==> config.mk <==
export PLATFORM = sky130hd
export DESIGN_NAME = layer_mux_net
export DESIGN_NICKNAME = d
export VERILOG_FILES = /design/src/common/nn_pkg.sv /design/src/input_aggregator/input_aggregator.sv /design/src/rtl/layer_mux_net.sv /design/src/rtl/neuron.sv /design/src/rtl/neuron_layer.sv /design/src/rtl/output_aggregator.sv /design/src/rtl/weight_rom.sv
export SDC_FILE = /design/constraint.sdc
export NUM_CORES = 1
export LEC_CHECK = 0
export ABC_AREA = 1
export BUFFER_PORTS_ARGS = -buffer_cell sky130_fd_sc_hd__buf_2
export CORE_MARGIN = 4
export CORE_UTILIZATION = 35
export CTS_CLUSTER_DIAMETER = 60
export DETAILED_ROUTE_END_ITERATION = 12
export PLACE_DENSITY = 0.72
export SYNTH_ARGS = -nofsm -noshare
export SYNTH_HDL_FRONTEND = slang
export SYNTH_SLANG_ARGS = --single-unit
==> constraint.sdc <==
create_clock -name clk -period 1.8 [get_ports clk]
set_clock_uncertainty 0.05 [all_clocks]
set_input_delay 0.09 -clock clk [delete_from_list [all_inputs] [get_ports clk]]
set_output_delay 0.09 -clock clk [all_outputs]
set_load 0.03 [all_outputs]
==> src/weights.mem <==
// one 128-bit word per layer; leading digits are row 3 element 3, last digits row 0 element 0
040404040808E0E0F010F01008102040
7F7F7F7FF0F018182010101010F02010
8080808011223344F020E04008080808
==> src/common/nn_pkg.sv <==
//////////////////////////////////////////////////////////////////////
// nn_pkg
// sizes, weight word layout and layer masks of the neuron engine
//////////////////////////////////////////////////////////////////////
package nn_pkg;

    //////////////////////////////////////////////////////////////////////
    // sizes
    //////////////////////////////////////////////////////////////////////

    // physical neurons, reused for every logical layer
    localparam int num_neuron  = 4;
    // unsigned activation width
    localparam int input_size  = 8;
    // signed weight width
    localparam int weight_size = 8;
    localparam int layer_max   = 3;
    localparam int layer_bits  = 2;
    // wide enough for num_neuron full-scale products
    localparam int acc_size    = 20;
    // fixed point shift after relu
    localparam int frac_bits   = 4;
    // index of the input being accumulated
    localparam int sel_bits    = $clog2(num_neuron);

    // input aggregator state codes
    localparam logic [1:0] st_idle  = 2'd0;
    localparam logic [1:0] st_fetch = 2'd1;
    localparam logic [1:0] st_start = 2'd2;
    localparam logic [1:0] st_wait  = 2'd3;

    //////////////////////////////////////////////////////////////////////
    // types
    //////////////////////////////////////////////////////////////////////

    typedef logic signed [weight_size-1:0] weight_t;
    // element k multiplies input k
    typedef weight_t [num_neuron-1:0] weight_row_t;

    // flat for the rom, rows for the neurons
    typedef union packed {
        logic [num_neuron*num_neuron*weight_size-1:0] flat;
        weight_row_t [num_neuron-1:0]                  row;
    } weight_word_u;

    typedef logic [num_neuron-1:0][input_size-1:0] act_vec_t;

    // active neurons per layer, entry 0 is the first layer
    localparam logic [layer_max-1:0][num_neuron-1:0] layer_active_mask =
        {4'b0011, 4'b0111, 4'b1111};

endpackage

==> src/input_aggregator/input_aggregator.sv <==
//////////////////////////////////////////////////////////////////////
// input_aggregator
// sequences the layers, feeds the neuron layer, holds the final result
//////////////////////////////////////////////////////////////////////
module input_aggregator
    import nn_pkg::*;
(
    input  logic                  clk,
    input  logic                  rst,
    input  logic                  start,
    input  act_vec_t              start_input,
    input  act_vec_t              agg_output,
    input  logic [num_neuron-1:0] agg_valid,
    output logic [layer_bits-1:0] rom_addr,
    input  weight_word_u          rom_data,
    output act_vec_t              layer_inputs,
    output weight_word_u          layer_weights,
    output logic [num_neuron-1:0] active,
    output logic                  layer_start,
    output logic                  busy,
    output act_vec_t              final_output,
    output logic                  final_output_valid
);

    logic [1:0]            state;
    logic [layer_bits-1:0] layer;
    logic                  accept;
    logic                  layer_done;
    logic                  last_layer;

    // start only counts while idle
    assign accept     = (state == st_idle) && start;
    assign last_layer = (layer == layer_bits'(layer_max - 1));

    // flags are still stale during the layer_start cycle itself,
    // they clear on the edge that ends it
    assign layer_done = (state == st_wait) && !layer_start &&
                        ((agg_valid & active) == active);

    assign rom_addr = layer;
    assign busy     = (state != st_idle);

    //////////////////////////////////////////////////////////////////////
    // layer sequencing
    //////////////////////////////////////////////////////////////////////

    always_ff @(posedge clk) begin
        if (rst) begin
            state              <= st_idle;
            layer              <= '0;
            layer_start        <= 1'b0;
            final_output_valid <= 1'b0;
        end else begin
            // single cycle pulse by default
            layer_start <= 1'b0;
            case (state)
                st_idle: begin
                    if (start) begin
                        state              <= st_fetch;
                        layer              <= '0;
                        final_output_valid <= 1'b0;
                    end
                end
                // rom address is the layer index, data next cycle
                st_fetch: begin
                    state <= st_start;
                end
                st_start: begin
                    layer_start <= 1'b1;
                    state       <= st_wait;
                end
                st_wait: begin
                    if (layer_done) begin
                        if (last_layer) begin
                            final_output_valid <= 1'b1;
                            state              <= st_idle;
                        end else begin
                            layer <= layer + 1'b1;
                            state <= st_fetch;
                        end
                    end
                end
                default: begin
                    state <= st_idle;
                end
            endcase
        end
    end

    //////////////////////////////////////////////////////////////////////
    // operand and result registers
    //////////////////////////////////////////////////////////////////////

    always_ff @(posedge clk) begin
        // outside vector taken on accept, so later start pulses cannot disturb it
        if (accept) begin
            layer_inputs <= start_input;
            final_output <= '0;
        end
        // operands settle in the same edge that raises layer_start
        if (state == st_start) begin
            if (layer != '0) begin
                layer_inputs <= agg_output;
            end
            layer_weights <= rom_data;
            active        <= layer_active_mask[layer];
        end
        if (layer_done && last_layer) begin
            final_output <= agg_output;
        end
    end

endmodule

==> src/rtl/layer_mux_net.sv <==
//////////////////////////////////////////////////////////////////////
// layer_mux_net
// layer-multiplexed inference engine, top level
//////////////////////////////////////////////////////////////////////
module layer_mux_net
    import nn_pkg::*;
(
    input  logic     clk,
    input  logic     rst,
    input  logic     start,
    input  act_vec_t start_input,
    output logic     busy,
    output act_vec_t final_output,
    output logic     final_output_valid
);

    logic [layer_bits-1:0] rom_addr;
    weight_word_u          rom_data;
    act_vec_t              layer_inputs;
    weight_word_u          layer_weights;
    logic [num_neuron-1:0] active;
    logic                  layer_start;
    act_vec_t              result;
    logic [num_neuron-1:0] result_valid;
    act_vec_t              agg_output;
    logic [num_neuron-1:0] agg_valid;

    weight_rom u_weight_rom (
        .clk  (clk),
        .addr (rom_addr),
        .data (rom_data)
    );

    // producer
    input_aggregator u_input_aggregator (
        .clk                (clk),
        .rst                (rst),
        .start              (start),
        .start_input        (start_input),
        .agg_output         (agg_output),
        .agg_valid          (agg_valid),
        .rom_addr           (rom_addr),
        .rom_data           (rom_data),
        .layer_inputs       (layer_inputs),
        .layer_weights      (layer_weights),
        .active             (active),
        .layer_start        (layer_start),
        .busy               (busy),
        .final_output       (final_output),
        .final_output_valid (final_output_valid)
    );

    // consumer
    neuron_layer u_neuron_layer (
        .clk           (clk),
        .rst           (rst),
        .layer_start   (layer_start),
        .layer_inputs  (layer_inputs),
        .layer_weights (layer_weights),
        .active        (active),
        .result        (result),
        .result_valid  (result_valid)
    );

    // buffer between the two, closes the loop
    output_aggregator u_output_aggregator (
        .clk          (clk),
        .rst          (rst),
        .layer_start  (layer_start),
        .result       (result),
        .result_valid (result_valid),
        .agg_output   (agg_output),
        .agg_valid    (agg_valid)
    );

endmodule

==> src/rtl/neuron.sv <==
//////////////////////////////////////////////////////////////////////
// neuron
// serial multiply-accumulate with relu, scaling and saturation
//////////////////////////////////////////////////////////////////////
module neuron
    import nn_pkg::*;
(
    input  logic                  clk,
    input  logic                  rst,
    input  logic                  layer_start,
    input  logic                  enable,
    input  act_vec_t              inputs,
    input  weight_row_t           weights,
    output logic [input_size-1:0] result,
    output logic                  result_valid
);

    logic signed [acc_size-1:0] acc;
    logic signed [acc_size-1:0] term;
    logic signed [acc_size-1:0] scaled;
    logic signed [input_size:0] in_ext;
    logic [input_size-1:0]      relu_sat;
    logic [sel_bits-1:0]        sel;
    logic                       run;
    logic                       acc_done;

    // sel rests at 0 between layers, so input 0 goes in on the layer_start edge
    assign in_ext = {1'b0, inputs[sel]};
    assign term   = in_ext * weights[sel];

    // relu, then shift, then clamp to the activation range
    always_comb begin
        scaled = acc >>> frac_bits;
        if (!enable || acc < 0) begin
            relu_sat = '0;
        end else if (scaled > (2 ** input_size) - 1) begin
            relu_sat = '1;
        end else begin
            relu_sat = scaled[input_size-1:0];
        end
    end

    // step control, valid num_neuron + 1 cycles after layer_start
    always_ff @(posedge clk) begin
        if (rst) begin
            run          <= 1'b0;
            acc_done     <= 1'b0;
            sel          <= '0;
            result_valid <= 1'b0;
        end else begin
            result_valid <= 1'b0;
            if (layer_start) begin
                run      <= 1'b1;
                acc_done <= 1'b0;
                sel      <= sel_bits'(1);
            end else if (run && !acc_done) begin
                // last input accumulated when sel wraps
                if (sel == sel_bits'(num_neuron - 1)) begin
                    acc_done <= 1'b1;
                end
                sel <= sel + 1'b1;
            end else if (run) begin
                run          <= 1'b0;
                result_valid <= 1'b1;
            end
        end
    end

    // datapath
    always_ff @(posedge clk) begin
        if (layer_start) begin
            acc <= term;
        end else if (run && !acc_done) begin
            acc <= acc + term;
        end
        if (run && acc_done) begin
            result <= relu_sat;
        end
    end

endmodule

==> src/rtl/neuron_layer.sv <==
//////////////////////////////////////////////////////////////////////
// neuron_layer
// the physical neurons, sharing one input vector
//////////////////////////////////////////////////////////////////////
module neuron_layer
    import nn_pkg::*;
(
    input  logic                  clk,
    input  logic                  rst,
    input  logic                  layer_start,
    input  act_vec_t              layer_inputs,
    input  weight_word_u          layer_weights,
    input  logic [num_neuron-1:0] active,
    output act_vec_t              result,
    output logic [num_neuron-1:0] result_valid
);

    // row n of the weight word belongs to neuron n
    for (genvar n = 0; n < num_neuron; n++) begin : g_neuron
        neuron u_neuron (
            .clk          (clk),
            .rst          (rst),
            .layer_start  (layer_start),
            .enable       (active[n]),
            .inputs       (layer_inputs),
            .weights      (layer_weights.row[n]),
            .result       (result[n]),
            .result_valid (result_valid[n])
        );
    end

endmodule

==> src/rtl/output_aggregator.sv <==
//////////////////////////////////////////////////////////////////////
// output_aggregator
// buffers per-neuron results until the next layer starts
//////////////////////////////////////////////////////////////////////
module output_aggregator
    import nn_pkg::*;
(
    input  logic                  clk,
    input  logic                  rst,
    input  logic                  layer_start,
    input  act_vec_t              result,
    input  logic [num_neuron-1:0] result_valid,
    output act_vec_t              agg_output,
    output logic [num_neuron-1:0] agg_valid
);

    // flags, set per neuron and dropped as a new layer begins
    always_ff @(posedge clk) begin
        if (rst) begin
            agg_valid <= '0;
        end else if (layer_start) begin
            agg_valid <= '0;
        end else begin
            agg_valid <= agg_valid | result_valid;
        end
    end

    // each slot only written by its own neuron
    always_ff @(posedge clk) begin
        for (int n = 0; n < num_neuron; n++) begin
            if (result_valid[n]) begin
                agg_output[n] <= result[n];
            end
        end
    end

endmodule

==> src/rtl/weight_rom.sv <==
//////////////////////////////////////////////////////////////////////
// weight_rom
// one weight word per layer, registered read
//////////////////////////////////////////////////////////////////////
module weight_rom
    import nn_pkg::*;
(
    input  logic                  clk,
    input  logic [layer_bits-1:0] addr,
    output weight_word_u          data
);

    // contents fixed at build time
    logic [num_neuron*num_neuron*weight_size-1:0] mem [0:layer_max-1];

    initial begin
        $readmemh("/design/src/weights.mem", mem);
    end

    // one cycle read latency
    always_ff @(posedge clk) begin
        data.flat <= mem[addr];
    end

endmodule

==> impl_metrics.py <==
metrics = {
    "critical_path": {
        "r2r_slack_ns": 0.41,
        "critPathKind": "reg2reg",
        "r2r-end": "u_input_aggregator.rom_addr[1]$_SDFFE_PP0P_",
        "crit_arrival_ns": 1.49,
        "worstPathMaxFanout": 5,
        "r2r_start": "u_input_aggregator.state[0]$_SDFFE_PP0P_",
        "worst_setup_path_end_kind": "flop",
        "crit_path_start_kind": "flop",
        "cp_data_required_time_ns": 1.90,
        "cp-endpoint": "u_input_aggregator.rom_addr[1]$_SDFFE_PP0P_",
        "critPathLaunch": "u_input_aggregator.state[0]$_SDFFE_PP0P_",
        "reg2regPathDepth": 8,
    },
    "grt": {
        "antenna_found_initial": 0,
        "grt_pass1_vias": 903,
        "grtUsageMet3_pct": 3.60,
        "met1_usage_pct": 9.55,
        "grt_use_met2_pct": 13.8,
        "grt_pass1_wl_mm": 3.59,
        "grt.total_usage_pct": 8.63,
        "overflow": 0,
        "gr-max-usage-layer": "met2",
        "grt_max_degree": 16,
    },
    "placed_design": {
        "dpl.hpwl_mm": 1.62,
        "place_congestion": 0.721,
        "portBuffers": 4,
    },
    "floorplan": {
        "die_h_um": 74.8,
        "coreArea_um2": 4320,
        "die_x_um": 74.8,
        "io_pins": 69,
        "start_util_pct": 36.1,
        "die-area_um2": 5590,
        "num_rows": 24,
    },
    "clocking": {
        "clock-sinks": 33,
        "cts_resized": 0,
        "htreeDepth": 2,
        "clk_path_buf_depth": 2,
        "clk_pin_slew_worst_paths_ns": 0.05,
        "post_cts_buffers": 0,
        "cts-root-buf": "clkbuf_8",
        "cts_tree": "done",
        "cts-buffers-inserted": 5,
        "ctsHoldBuffers": 0,
        "clkLatencyLatePin_ns": 0.28,
    },
    "layout": {
        "nNetsFinal": 242,
        "n_antenna_cell": 0,
        "areaGrowthSynthToFinish_pct": 2.09,
        "drive_gt1_share_pct": 8.12,
        "utilization_pct": 36.8,
    },
    "sta": {
        "rsz0062_at_grt": "false",
        "finalSetupViolations": 0,
        "fmax_mhz": 718,
        "tns_ns": 0,
        "finalHoldViolCount": 0,
        "drv_slew": 0,
        "layout_min_cycle_time_ns": 1.39,
        "fin_crit_sh_pct": 77.4,
    },
    "routing": {
        "vias": 1020,
        "drt_iter0_drc": 23,
        "wl_mm": 2.13,
        "drc": 0,
        "ant_nets": 0,
        "drt-wirelength-per-cell_um": 8.56,
        "vias_per_cell": 4.10,
        "dr.pass1.iters": 4,
    },
    "power_and_ir_drop": {
        "p_leak_uw": 0.000732,
        "p_per_area_nw_per_um2": 1310,
        "ir_drop_mv": 0.795,
    },
    "status": {
        "status": "finished, final reports clean",
    },
    "synthesis": {
        "syn_inst": 189,
        "ys_types": 21,
        "ys.warnings.count": 0,
        "synth_area_leaders": "dfxtp_1 38%, buf_4 15%, nor2_1 8.7%",
        "synth_area_um2": 1560,
        "synth_area_per_cell_um2": 8.26,
        "seq_area_frac_synth_pct": 44.3,
        "synth.top_cell.area_share_pct": 38.5,
        "synth.largest_area_cell": "dfxtp_1",
        "yosys_register_bits": 33,
    },
    "min_path": {
        "worstHoldPathType": "in2reg",
        "hold_start": "rst",
    },
    "flow_run": {
        "maxCapViolations": 0,
    },
}
## cells by family (layout without fill, tap and decap cells)
group                    after synthesis  after routing  share of synthesized area [%]
buffers and inverters                 56             33                           21.7
AO/OA/AOI/OAI                         22             22                           7.22
flip-flops                            33             33                           44.3
adder cells (fa/ha/maj)               10             10                           8.02
AND/OR/NAND/NOR                       67             67                           18.6
other                                  1             32                          0.240
## placed cells by master (no fill, tap or decap)
cell / instances
buf_2: 4
nand2_2: 2
nand2_1: 16
dfxtp_1: 30
conb_1: 32
clkbuf_1: 1
nand3_1: 3
nand4_1: 3
a21oi_1: 17
o21ai_0: 4
inv_2: 1
clkbuf_8: 6
inv_1: 21
o211ai_1: 1
nor3_1: 4
edfxtp_1: 3
ha_1: 10
nand3_2: 1
nor2_1: 36
nor2_2: 1
nand4_2: 1
## layout make-up
cell class / count / area, um^2
well taps: 52 / 65.1
inverters: 22 / 82.6
flip-flops and latches: 33 / 691
multi-input cells: 131 / 648
fillers: 457 / 2730
repair buffers: 4 / 20.0
clock buffers: 7 / 86.3
## synthesized netlist by cell type
master,number
nor2_2,1
inv_2,1
nand3_1,3
o21ai_0,4
nand2_2,2
nand4_2,1
nor3_1,4
o211ai_1,1
nor2_1,36
clkbuf_1,1
buf_4,32
ha_1,10
edfxtp_1,3
conb_1,1
nand3_2,1
buf_6,1
dfxtp_1,30
nand4_1,3
nand2_1,16
a21oi_1,17
inv_1,21
## registers in the layout, indices dropped and copies added (netlist names), 2 cells and up
register	flops
u_output_aggregator.agg_valid	4
u_input_aggregator.active	3
u_neuron_layer.g_neuron.u_neuron.run	4
u_neuron_layer.g_neuron.u_neuron.result_valid	4
u_input_aggregator.state	2
u_neuron_layer.g_neuron.u_neuron.sel	8
u_input_aggregator.rom_addr	2
u_neuron_layer.g_neuron.u_neuron.acc_done	4
## per-layer routing
layer  up-vias  wire [um]
met5         -          0
met4         0         57
met3         5        129
met2        23        967
met1       447        978
li1        545          -
## critical path: stages, from the launching register on
cell and delay (ns):
dfxtp_1 0.36, inv_1 0.09, ha_1 0.22, inv_1 0.08
nor2_1 0.06, nor2_2 0.18, nand3_2 0.11, nand2_1 0.07
a21oi_1 0.06
## stage by stage
step | worst slack (ns) | cells | hold WS, ns | cell area (um^2) | power (uW)
2_1_floorplan | 0.311 | 220 | 0.109 | 1680 | 1520
3_3_place_gp | 0.436 | 242 | 0.386 | 1510 | 1550
3_5_place_dp | 0.408 | 242 | 0.393 | 1510 | 1580
4_1_cts | 0.401 | 249 | 0.106 | 1590 | 2120
5_1_grt | 0.227 | 249 | 0.122 | 1590 | 2260
6_report | 0.407 | 249 | 0.109 | 1590 | 2090
## power by group
group          internal, uW  leakage [uW]  total, uW  switching [uW]
clock                   303     0.0000443        538             236
combinational           190      0.000427        611             421
sequential              863      0.000261        944            81.1
total                  1360      0.000732       2090             738
## worst min path at each step
stage | slack [ns] | cells past startpoint | end
after floorplan | 0.11 | 1 | u_input_aggregator.final_output_valid$_SDFFE_PP0P_
after global placement | 0.39 | 2 | u_input_aggregator.layer_start$_SDFF_PP0_
after detailed placement | 0.39 | 2 | u_input_aggregator.layer_start$_SDFF_PP0_
after CTS | 0.11 | 2 | u_input_aggregator.layer_start$_SDFF_PP0_
after global routing | 0.12 | 2 | u_input_aggregator.layer_start$_SDFF_PP0_
final | 0.11 | 2 | u_input_aggregator.layer_start$_SDFF_PP0_
Power figures use the tool's default switching activity.
